$ cat src/hdl/glyph_table.svh
`ifndef GLYPH_TABLE_SVH
`define GLYPH_TABLE_SVH

// 16x16 bitmaps, four rows per 64-bit group, top row first.

`define GLYPH_BMP_0 {64'h0000_0000_1FF8_1818, 64'h1818_1818_1818_1818, \
	64'h1818_1818_1818_1818, 64'h1818_1FF8_0000_0000}

`define GLYPH_BMP_1 {64'h0000_0000_0180_0380, 64'h0180_0180_0180_0180, \
	64'h0180_0180_0180_0180, 64'h0180_07E0_0000_0000}

`define GLYPH_BMP_2 {64'h0000_0000_1FF8_0018, 64'h0018_0018_0018_0018, \
	64'h1FF8_1800_1800_1800, 64'h1800_1FF8_0000_0000}

`define GLYPH_BMP_3 {64'h0000_0000_1FF8_0018, 64'h0018_0018_0018_0018, \
	64'h1FF8_0018_0018_0018, 64'h0018_1FF8_0000_0000}

`define GLYPH_BMP_4 {64'h0000_0000_1818_1818, 64'h1818_1818_1818_1818, \
	64'h1FF8_0018_0018_0018, 64'h0018_0018_0000_0000}

`define GLYPH_BMP_5 {64'h0000_0000_1FF8_1800, 64'h1800_1800_1800_1800, \
	64'h1FF8_0018_0018_0018, 64'h0018_1FF8_0000_0000}

`define GLYPH_BMP_6 {64'h0000_0000_1FF8_1800, 64'h1800_1800_1800_1800, \
	64'h1FF8_1818_1818_1818, 64'h1818_1FF8_0000_0000}

`define GLYPH_BMP_7 {64'h0000_0000_1FF8_0018, 64'h0018_0018_0018_0018, \
	64'h0018_0018_0018_0018, 64'h0018_0018_0000_0000}

`define GLYPH_BMP_8 {64'h0000_0000_1FF8_1818, 64'h1818_1818_1818_1818, \
	64'h1FF8_1818_1818_1818, 64'h1818_1FF8_0000_0000}

`define GLYPH_BMP_9 {64'h0000_0000_1FF8_1818, 64'h1818_1818_1818_1818, \
	64'h1FF8_0018_0018_0018, 64'h0018_1FF8_0000_0000}

`define GLYPH_BMP_A {64'h0000_0000_1FF8_1818, 64'h1818_1818_1818_1818, \
	64'h1FF8_1818_1818_1818, 64'h1818_1818_0000_0000}

`define GLYPH_BMP_B {64'h0000_0000_1FF0_1818, 64'h1818_1818_1818_1818, \
	64'h1FF0_1818_1818_1818, 64'h1818_1FF0_0000_0000}

`define GLYPH_BMP_C {64'h0000_0000_1FF8_1800, 64'h1800_1800_1800_1800, \
	64'h1800_1800_1800_1800, 64'h1800_1FF8_0000_0000}

`define GLYPH_BMP_D {64'h0000_0000_1FF0_1818, 64'h1818_1818_1818_1818, \
	64'h1818_1818_1818_1818, 64'h1818_1FF0_0000_0000}

`define GLYPH_BMP_E {64'h0000_0000_1FF8_1800, 64'h1800_1800_1800_1800, \
	64'h1FF8_1800_1800_1800, 64'h1800_1FF8_0000_0000}

`define GLYPH_BMP_F {64'h0000_0000_1FF8_1800, 64'h1800_1800_1800_1800, \
	64'h1FF8_1800_1800_1800, 64'h1800_1800_0000_0000}

// round face with two eyes and a mouth.
`define GLYPH_BMP_SMILE {64'h0000_07E0_1818_2004, 64'h4C32_4C32_8001_8001, \
	64'h8001_9009_8811_47E2, 64'h2004_1818_07E0_0000}

`define GLYPH_BMP_BLANK 256'h0

`endif
$ cat src/hdl/lcd_pkg.sv
package lcd_pkg;

	// screen geometry.
	localparam int TILE_COLS = 8;
	localparam int TILE_ROWS = 4;
	localparam int TILE_PIX = 16;
	localparam int CHIP_COLS = 64;
	localparam int TILE_CREDITS = 4; // also the queue depth.

	localparam int TILES_PER_CHIP = CHIP_COLS / TILE_PIX;
	localparam int ROW_W = $clog2(TILE_ROWS);
	localparam int COL_W = $clog2(TILE_COLS);
	localparam int PIX_W = $clog2(TILE_PIX);
	localparam int CHIP_COL_W = $clog2(CHIP_COLS);
	localparam int QPTR_W = $clog2(TILE_CREDITS);

	// bus strobe timing in clock cycles.
	localparam int T_SETUP = 2;
	localparam int T_PULSE = 4;
	localparam int T_HOLD = 2;
	localparam int XFER_CYCLES = T_SETUP + T_PULSE + T_HOLD;
	localparam int XFER_W = $clog2(XFER_CYCLES);

	localparam logic [7:0] CMD_DISPLAY_ON = 8'h3F;
	localparam logic [7:0] CMD_START_LINE = 8'hC0;
	localparam logic [7:0] CMD_SET_PAGE = 8'hB8; // page in bits 2:0.
	localparam logic [7:0] CMD_SET_COL = 8'h40; // column in bits 5:0.

	typedef enum logic [7:0] {
		GLYPH_0 = 8'h00, GLYPH_1 = 8'h01, GLYPH_2 = 8'h02, GLYPH_3 = 8'h03,
		GLYPH_4 = 8'h04, GLYPH_5 = 8'h05, GLYPH_6 = 8'h06, GLYPH_7 = 8'h07,
		GLYPH_8 = 8'h08, GLYPH_9 = 8'h09, GLYPH_A = 8'h0A, GLYPH_B = 8'h0B,
		GLYPH_C = 8'h0C, GLYPH_D = 8'h0D, GLYPH_E = 8'h0E, GLYPH_F = 8'h0F,
		GLYPH_SMILE = 8'h80,
		GLYPH_BLANK = 8'hFF
	} glyph_code_t;

	typedef enum logic {
		OP_CMD = 1'b0,
		OP_DATA = 1'b1
	} lcd_op_t;

	typedef enum logic [2:0] {
		INIT, IDLE, SET_PAGE, SET_COL, DATA, NEXT_PAGE
	} writer_state_t;

endpackage

$ cat src/hdl/lcd_tile_display.sv
module lcd_tile_display import lcd_pkg::*; (
	input  logic             clk,
	input  logic             reset,
	input  logic             tile_valid,
	input  logic [7:0]       tile_code,
	input  logic [ROW_W-1:0] tile_row,
	input  logic [COL_W-1:0] tile_col,
	output logic             credit_return,
	output logic [1:0]       lcd_cs,
	output logic             lcd_rs,
	output logic             lcd_rw,
	output logic             lcd_en,
	output logic [7:0]       lcd_data
);

	logic             q_valid;
	logic [7:0]       q_code;
	logic [ROW_W-1:0] q_row;
	logic [COL_W-1:0] q_col;
	logic             q_pop;
	logic [7:0]       glyph_code;
	logic [255:0]     bitmap;
	logic             req;
	lcd_op_t          req_op;
	logic [7:0]       req_data;
	logic             req_chip;
	logic             ready;

	tile_ingress u_ingress (
		.clk(clk),
		.reset(reset),
		.tile_valid(tile_valid),
		.tile_code(tile_code),
		.tile_row(tile_row),
		.tile_col(tile_col),
		.q_pop(q_pop),
		.q_valid(q_valid),
		.q_code(q_code),
		.q_row(q_row),
		.q_col(q_col),
		.credit_return(credit_return)
	);

	lcd_tile_writer u_writer (
		.clk(clk),
		.reset(reset),
		.q_valid(q_valid),
		.q_code(q_code),
		.q_row(q_row),
		.q_col(q_col),
		.bitmap(bitmap),
		.ready(ready),
		.q_pop(q_pop),
		.glyph_code(glyph_code),
		.req(req),
		.req_op(req_op),
		.req_data(req_data),
		.req_chip(req_chip)
	);

	glyph_decoder u_decoder (
		.glyph_code(glyph_code),
		.bitmap(bitmap)
	);

	lcd_bus_driver u_bus (
		.clk(clk),
		.reset(reset),
		.req(req),
		.req_op(req_op),
		.req_data(req_data),
		.req_chip(req_chip),
		.ready(ready),
		.lcd_cs(lcd_cs),
		.lcd_rs(lcd_rs),
		.lcd_rw(lcd_rw),
		.lcd_en(lcd_en),
		.lcd_data(lcd_data)
	);

endmodule

$ cat src/hdl/lcd_bus_driver.sv
module lcd_bus_driver import lcd_pkg::*; (
	input  logic       clk,
	input  logic       reset,
	input  logic       req,
	input  lcd_op_t    req_op,
	input  logic [7:0] req_data,
	input  logic       req_chip,
	output logic       ready,
	output logic [1:0] lcd_cs,
	output logic       lcd_rs,
	output logic       lcd_rw,
	output logic       lcd_en,
	output logic [7:0] lcd_data
);

	logic busy;
	logic [XFER_W-1:0] phase;

	assign ready = !busy;
	assign lcd_rw = 1'b0; // write only.

	// payload held for the whole transaction.
	always_ff @(posedge clk) begin
		if (req && ready) begin
			lcd_rs <= req_op;
			lcd_data <= req_data;
		end
	end

	always_ff @(posedge clk) begin
		if (reset) begin
			busy <= 1'b0;
			phase <= '0;
			lcd_en <= 1'b0;
			lcd_cs <= 2'b00;
		end else if (!busy) begin
			if (req) begin
				busy <= 1'b1;
				phase <= '0;
				lcd_cs <= req_chip ? 2'b10 : 2'b01;
			end
		end else begin
			phase <= phase + 1'b1;
			if (phase == XFER_W'(T_SETUP - 1))
				lcd_en <= 1'b1; // setup done.
			if (phase == XFER_W'(T_SETUP + T_PULSE - 1))
				lcd_en <= 1'b0; // panel latches here.
			if (phase == XFER_W'(XFER_CYCLES - 1)) begin
				busy <= 1'b0;
				lcd_cs <= 2'b00;
			end
		end
	end

endmodule

$ cat src/hdl/lcd_tile_writer.sv
module lcd_tile_writer import lcd_pkg::*; (
	input  logic             clk,
	input  logic             reset,
	input  logic             q_valid,
	input  logic [7:0]       q_code,
	input  logic [ROW_W-1:0] q_row,
	input  logic [COL_W-1:0] q_col,
	input  logic [255:0]     bitmap,
	input  logic             ready,
	output logic             q_pop,
	output logic [7:0]       glyph_code,
	output logic             req,
	output lcd_op_t          req_op,
	output logic [7:0]       req_data,
	output logic             req_chip
);

	writer_state_t state;
	logic [1:0] init_step;
	logic page_half; // 0 for the upper page of the tile.
	logic [PIX_W-1:0] byte_col;
	logic [7:0] code_r;
	logic [ROW_W-1:0] tile_row_r;
	logic [CHIP_COL_W-1:0] col_base;
	logic chip_r;
	logic [7:0] data_byte;
	logic accept;

	assign accept = req && ready;
	assign q_pop = (state == IDLE) && q_valid;
	assign glyph_code = code_r;

	// one column of 8 pixels, top pixel in bit 0.
	always_comb begin
		for (int k = 0; k < 8; k++) begin
			data_byte[k] = bitmap[255 - ((page_half * 8 + k) * TILE_PIX + byte_col)];
		end
	end

	always_comb begin
		req = 1'b0;
		req_op = OP_CMD;
		req_data = 8'h00;
		req_chip = chip_r;
		case (state)
			INIT: begin
				req = 1'b1;
				req_data = init_step[0] ? CMD_START_LINE : CMD_DISPLAY_ON;
				req_chip = init_step[1];
			end
			SET_PAGE: begin
				req = 1'b1;
				req_data = CMD_SET_PAGE | 8'({tile_row_r, page_half});
			end
			SET_COL: begin
				req = 1'b1;
				req_data = CMD_SET_COL | 8'(col_base);
			end
			DATA: begin
				req = 1'b1;
				req_op = OP_DATA;
				req_data = data_byte;
			end
			default: req = 1'b0;
		endcase
	end

	// tile fields captured at the pop.
	always_ff @(posedge clk) begin
		if (q_pop) begin
			code_r <= q_code;
			tile_row_r <= q_row;
			col_base <= CHIP_COL_W'((q_col % TILES_PER_CHIP) * TILE_PIX);
			chip_r <= (q_col >= COL_W'(TILES_PER_CHIP));
		end
	end

	always_ff @(posedge clk) begin
		if (reset) begin
			state <= INIT;
			init_step <= 2'd0;
			page_half <= 1'b0;
			byte_col <= '0;
		end else begin
			case (state)
				INIT: begin
					if (accept) begin
						init_step <= init_step + 2'd1;
						if (init_step == 2'd3)
							state <= IDLE; // both chips are on.
					end
				end
				IDLE: begin
					if (q_valid) begin
						page_half <= 1'b0;
						state <= SET_PAGE;
					end
				end
				SET_PAGE: begin
					if (accept)
						state <= SET_COL;
				end
				SET_COL: begin
					if (accept) begin
						byte_col <= '0;
						state <= DATA;
					end
				end
				DATA: begin
					if (accept) begin
						byte_col <= byte_col + 1'b1;
						if (byte_col == PIX_W'(TILE_PIX - 1))
							state <= NEXT_PAGE;
					end
				end
				NEXT_PAGE: begin
					page_half <= 1'b1;
					state <= page_half ? IDLE : SET_PAGE;
				end
				default: state <= INIT;
			endcase
		end
	end

endmodule

$ cat src/hdl/tile_ingress.sv
module tile_ingress import lcd_pkg::*; (
	input  logic             clk,
	input  logic             reset,
	input  logic             tile_valid,
	input  logic [7:0]       tile_code,
	input  logic [ROW_W-1:0] tile_row,
	input  logic [COL_W-1:0] tile_col,
	input  logic             q_pop,
	output logic             q_valid,
	output logic [7:0]       q_code,
	output logic [ROW_W-1:0] q_row,
	output logic [COL_W-1:0] q_col,
	output logic             credit_return
);

	logic [7:0]       code_mem [TILE_CREDITS];
	logic [ROW_W-1:0] row_mem [TILE_CREDITS];
	logic [COL_W-1:0] col_mem [TILE_CREDITS];
	logic [QPTR_W-1:0] wr_ptr;
	logic [QPTR_W-1:0] rd_ptr;
	logic [QPTR_W:0]   count;
	logic do_pop;

	assign q_valid = (count != '0);
	assign do_pop = q_pop && q_valid;
	assign credit_return = do_pop; // one credit per tile taken.

	assign q_code = code_mem[rd_ptr];
	assign q_row = row_mem[rd_ptr];
	assign q_col = col_mem[rd_ptr];

	always_ff @(posedge clk) begin
		if (tile_valid) begin
			code_mem[wr_ptr] <= tile_code;
			row_mem[wr_ptr] <= tile_row;
			col_mem[wr_ptr] <= tile_col;
		end
	end

	always_ff @(posedge clk) begin
		if (reset) begin
			wr_ptr <= '0;
			rd_ptr <= '0;
			count <= '0;
		end else begin
			if (tile_valid)
				wr_ptr <= (wr_ptr == QPTR_W'(TILE_CREDITS - 1)) ? '0 : wr_ptr + 1'b1;
			if (do_pop)
				rd_ptr <= (rd_ptr == QPTR_W'(TILE_CREDITS - 1)) ? '0 : rd_ptr + 1'b1;
			if (tile_valid && !do_pop)
				count <= count + 1'b1;
			else if (!tile_valid && do_pop)
				count <= count - 1'b1;
		end
	end

endmodule

$ cat src/hdl/glyph_decoder.sv
`include "glyph_table.svh"

module glyph_decoder import lcd_pkg::*; (
	input  logic [7:0]   glyph_code,
	output logic [255:0] bitmap
);

	always_comb begin
		case (glyph_code)
			GLYPH_0: bitmap = `GLYPH_BMP_0;
			GLYPH_1: bitmap = `GLYPH_BMP_1;
			GLYPH_2: bitmap = `GLYPH_BMP_2;
			GLYPH_3: bitmap = `GLYPH_BMP_3;
			GLYPH_4: bitmap = `GLYPH_BMP_4;
			GLYPH_5: bitmap = `GLYPH_BMP_5;
			GLYPH_6: bitmap = `GLYPH_BMP_6;
			GLYPH_7: bitmap = `GLYPH_BMP_7;
			GLYPH_8: bitmap = `GLYPH_BMP_8;
			GLYPH_9: bitmap = `GLYPH_BMP_9;
			GLYPH_A: bitmap = `GLYPH_BMP_A;
			GLYPH_B: bitmap = `GLYPH_BMP_B;
			GLYPH_C: bitmap = `GLYPH_BMP_C;
			GLYPH_D: bitmap = `GLYPH_BMP_D;
			GLYPH_E: bitmap = `GLYPH_BMP_E;
			GLYPH_F: bitmap = `GLYPH_BMP_F;
			GLYPH_SMILE: bitmap = `GLYPH_BMP_SMILE;
			GLYPH_BLANK: bitmap = `GLYPH_BMP_BLANK;
			default: bitmap = `GLYPH_BMP_BLANK; // unknown codes clear the tile.
		endcase
	end

endmodule

$ cat config.mk
export PLATFORM = sky130hd
export DESIGN_NAME = lcd_tile_display
export DESIGN_NICKNAME = d
export VERILOG_FILES = /design/src/hdl/lcd_pkg.sv /design/src/hdl/lcd_tile_display.sv /design/src/hdl/lcd_bus_driver.sv /design/src/hdl/lcd_tile_writer.sv /design/src/hdl/tile_ingress.sv /design/src/hdl/glyph_decoder.sv
export VERILOG_INCLUDE_DIRS = /design/src /design/src/hdl
export SDC_FILE = /design/constraint.sdc
export NUM_CORES = 1
export LEC_CHECK = 0
export BUFFER_PORTS_ARGS = -buffer_cell sky130_fd_sc_hd__buf_2
export CAP_MARGIN = 25
export CORE_AREA = 2 2 114 198
export CTS_CLUSTER_DIAMETER = 40
export DETAILED_ROUTE_END_ITERATION = 10
export DIE_AREA = 0 0 116 200
export GPL_TIMING_DRIVEN = 0
export SLEW_MARGIN = 20
export SYNTH_ARGS = -nofsm -noshare
export SYNTH_HDL_FRONTEND = slang
export SYNTH_SLANG_ARGS = --single-unit
$ cat constraint.sdc
create_clock -name clk -period 9.3 [get_ports clk]
set_input_delay 0.93 -clock clk [delete_from_list [all_inputs] [get_ports clk]]
set_output_delay 0.93 -clock clk [all_outputs]
set_load 0.02 [all_outputs]
==> results summary <==
The critical setup path kind is reg2reg. The clock period could shrink to 4.46 ns. The final core area utilization came out at between 30% and 40%. The number of nets with antenna violations after detailed routing came out at 0.

The buffer cell driving the clock tree root is sky130_fd_sc_hd__clkbuf_16. Once layout is complete, the cells apart from fillers number 927. For the worst flop-to-flop path, the logic depth is 14. The first-pass GRT wire length came out at 27800 um. In this run the mean area of a mapped cell was ~10 sq um. The post-synth net total came out at 624. The total overflow reported by the global router came out at 0. The total of endpoints with negative setup slack in the final report came out at 0. The buffer depth of the longest clock path came out at 2.

The normalized max-slew margin is around 31%. The depth of the CTS H-tree came out at 3. The number of stages on the worst hold path is 2. The power dissipated by switching net loads came out at 330 uW.

The post-route clock period utilization came out at between 40% and 50%. The via count of the routed design is between 4k and 5k. TritonCTS built the clock tree. The floorplan step defined a die boundary enclosing 0.0232 sq mm. The reg-to-reg setup timing slack came out at 4.84 ns. The internal power of the cells totals 857 uW. From synthesis to final layout, the design area changed by 14.1%.

The max-cap check violation count came out at 0. The slowest stage of the critical path belongs to the cell sky130_fd_sc_hd__a2111oi_1. The maximum cell stage delay along the critical path is 0.57 ns. The share of total power in sequential cells is 47.1%. At the end of routability-driven placement, the weighted congestion stood at 0.952.

The register bit count reported by yosys is 100. Detailed placement finished with a half-perimeter wire length of 13000 um. The required time at the worst-slack endpoint is 9.37 ns. In this run the vertical extent of the chip is 200 um. The areal power density over the cells came out at about 170 mW/mm^2. The clock network power share came out at 33.5%. Global routing used 15.7% of the available tracks across all layers. The area of the mapped netlist is 0.00595 sq mm. The number of antenna violations at the first check in global routing is 0.

The end of the worst register-to-register path is u_bus.lcd_data[2]. The total negative slack came out at 0 ns. The highest net fanout along the worst path is 10. The die boundary width came out at 116 um. The count of pins on the block boundary came out at 30. The most common cell after layout, fill and taps aside is sky130_fd_sc_hd__edfxtp_1. Clock latency on the worst-skew pair, taken at its later pin, is 0.34 ns. In the synthesized netlist the dominant register cell turns out to be sky130_fd_sc_hd__edfxtp_1. The count of hold buffers inserted by post-cts repair came out at 0. The count of flip-flops with a built-in enable after synthesis is 74. The number of iterations in the first detailed-routing pass came out at 5. The count of endpoints failing hold in the final timing report came to 0.

After floorplanning, the core was sized to cover ~0.021 sq mm. STA classifies the critical path startpoint as a flip-flop. By instance count, the cell type seen most on the critical path is sky130_fd_sc_hd__buf_2. The net count of the finished layout is 665. The clock input transition at the sequential cells of the worst setup and hold paths is 0.07 ns. The count of antenna diodes in the layout came out at 0. Post-CTS repair changed the size of 0 cells. The data arrival time at the worst-slack endpoint came out at 4.53 ns. For this run, the number of Yosys warnings is 0. The TritonCTS buffer count came out at 9.

Wires add up to 17200 um. The critical path goes through buf_2 > clkbuf_1 > inv_2 > ha_1 > buf_2 > or2_2 > buf_1 > o31ai_1 > nor2_1 > o221ai_1 > a211o_1 > o2111ai_1 > a31oi_1 > a2111oi_1. The share of post-route cells with drive strength above 1 is between 10% and 20%. The vias per cell is between 5 and 6. The sequential area share after synthesis is between 40 and 50%. The post-CTS setup buffer count is 0. The endpoint of the worst hold-timing path is u_bus.lcd_en. The post-synthesis cell count is 590. The clock skew after layout is 0.00744 ns.

The largest net degree at the start of global routing is 17. The launch instance of the worst register-to-register path is u_writer.byte_col[1]. The run finished with clean final reports. The worst hold path begins at u_bus.lcd_en. The worst setup path is captured at a flip-flop.

In the synthesized netlist the async set-or-reset flop fraction comes to 0%. The final routed wire length divided by cell count came out at 18.6 um. The DRC marker count from the first detailed-route iteration came out at 272. The cell leakage power came out at 0.00225 uW. The number of slew-limit violations in the final report came out at 0. VDD sags by at most 0.127 mV. The distinct cell type count of the synthesized netlist came out at 75. In the routed design, unresolved DRC markers number 0. The number of filler cells placed in the layout came out at 2326.

The fraction of power consumed by combinational cells is 19.4%. After detailed placement, the design holds a cell count of between 900 and 1k. The number of clock sinks is 100. The maximum clock rate came out at 0.224 GHz. The slew at the pin with the worst max-slew slack is 1.02 ns.

The starting density of the core came out at 27.7%. In this run switching power makes up 27.8% of total power. In the layout the commonest cells are sky130_fd_sc_hd__edfxtp_1 (74), sky130_fd_sc_hd__nor2_1 (56), sky130_fd_sc_hd__buf_2 (41), sky130_fd_sc_hd__a21oi_1 (39), sky130_fd_sc_hd__nand2_1 (34).

The via count of the first global-routing pass is 5126. The tightest min-delay check is of the reg2reg type. In this run the core area contains 71 standard-cell rows. Buffers placed on the I/O ports in this run total 28. Setup repair after global routing left no endpoint under its margin.
## Yosys cell counts, types with 5 or more instances
cell type	instances	area, sq um
sky130_fd_sc_hd__dfxtp_1	26	521
sky130_fd_sc_hd__buf_2	12	60.1
sky130_fd_sc_hd__o21a_1	5	37.5
sky130_fd_sc_hd__a31oi_1	8	50.1
sky130_fd_sc_hd__nand2b_1	13	81.3
sky130_fd_sc_hd__nor4_1	5	31.3
sky130_fd_sc_hd__or3_1	12	75.1
sky130_fd_sc_hd__buf_1	5	18.8
sky130_fd_sc_hd__o22ai_1	7	43.8
sky130_fd_sc_hd__nand3_1	16	80.1
sky130_fd_sc_hd__nor2_1	57	214
sky130_fd_sc_hd__a22oi_1	6	45.0
sky130_fd_sc_hd__mux4_2	13	293
sky130_fd_sc_hd__mux2i_1	9	90.1
sky130_fd_sc_hd__o21ai_1	5	25.0
sky130_fd_sc_hd__edfxtp_1	74	2220
sky130_fd_sc_hd__xor2_1	5	43.8
sky130_fd_sc_hd__a211oi_1	6	45.0
sky130_fd_sc_hd__o31ai_1	6	45.0
sky130_fd_sc_hd__nand2_1	34	128
sky130_fd_sc_hd__o21ai_0	32	160
sky130_fd_sc_hd__ha_1	17	213
sky130_fd_sc_hd__and2_1	8	50.1
sky130_fd_sc_hd__nor3_1	17	85.1
sky130_fd_sc_hd__o211ai_1	11	82.6
sky130_fd_sc_hd__a21oi_1	39	195
sky130_fd_sc_hd__a211o_1	5	43.8
sky130_fd_sc_hd__inv_1	14	52.6
sky130_fd_sc_hd__clkbuf_1	25	93.8
sky130_fd_sc_hd__nand4_1	7	43.8
## how the worst max path moves through the flow
stage                         to                  from  slack, ns
5_1_grt        u_bus.lcd_data[2]  u_writer.byte_col[1]       4.60
2_1_floorplan  u_bus.lcd_data[2]  u_writer.byte_col[1]       5.92
3_3_place_gp   u_bus.lcd_data[2]  u_writer.byte_col[1]       4.18
4_1_cts        u_bus.lcd_data[2]  u_writer.byte_col[1]       4.92
6_report       u_bus.lcd_data[2]  u_writer.byte_col[1]       4.84
3_5_place_dp   u_bus.lcd_data[2]  u_writer.byte_col[1]       4.93
## worst max-delay path, delay by kind of cell (launching register included)
family	cells	cell delay [ns]
AOI/OAI and AO/OA	6	1.51
adders and majority gates	1	0.40
buffers and inverters	5	1.59
DFF	1	0.38
and+or+nand+nor	2	0.29
## power by group through the flow
stage / combinational (uW) / clock (uW) / sequential [uW]
CTS: 232 / 409 / 560
global route: 258 / 427 / 565
floorplan: 140 / 0 / 587
global placement: 230 / 0 / 570
finish: 231 / 397 / 559
detailed placement: 231 / 0 / 570
## metrics by stage
step,power (uW),hold WS [ns],instance area (sq um),setup slack (ns)
floorplan,727,0.448,5950,5.92
global placement,800,0.470,6460,4.18
detailed placement,801,0.475,6470,4.93
CTS,1200,0.490,6790,4.92
global route,1250,0.522,6790,4.60
finish,1190,0.483,6790,4.84
## state kept, by name, indices dropped and copies added, names as in the netlist, 2 cells and up, named ones only
| signal | count |
|---|---|
| u_writer.tile_row_r | 2 |
| u_writer.col_base | 2 |
| u_bus.phase | 3 |
| u_writer.glyph_code | 8 |
| u_writer.state | 3 |
| u_ingress.row_mem | 8 |
| u_ingress.count | 3 |
| u_ingress.wr_ptr | 2 |
| u_writer.init_step | 2 |
| u_ingress.col_mem | 12 |
| u_writer.byte_col | 4 |
| u_ingress.rd_ptr | 2 |
| u_ingress.code_mem | 32 |
| u_bus.lcd_data | 8 |
| u_bus.lcd_cs | 2 |
## routing by layer
metal  wire length, um  global-route usage (%)
met1              6080                    15.8
met2              9180                    28.7
met3               776                    2.39
met4              1170                    11.5
met5                 0                       0
## cells by family (layout without fill, tap and decap cells)
kind of cell    after synthesis  in the layout  share of synthesized area (%)
mux                          23             23                           6.62
simple gates                201            201                           17.7
buf+inv                      61            106                           4.22
other cells                   1              1                         0.0630
xor+xnor                      9              9                           1.32
fa+ha+maj                    19             19                           4.08
compound gates              176            176                           19.9
flops                       100            100                           46.1
## cell type report
class / count / area [sq um] / area share (%)
Sequential cell: 100 / 2740 / 40.4
Clock inverter: 5 / 85.1 / 1.25
Timing Repair Buffer: 30 / 153 / 2.25
Tap cell: 292 / 365 / 5.38
Clock buffer: 10 / 229 / 3.37
Multi-Input combinational cell: 429 / 2970 / 43.7
Inverter: 17 / 63.8 / 0.939
Buffer: 44 / 188 / 2.76
Power figures use the tool's default switching activity.
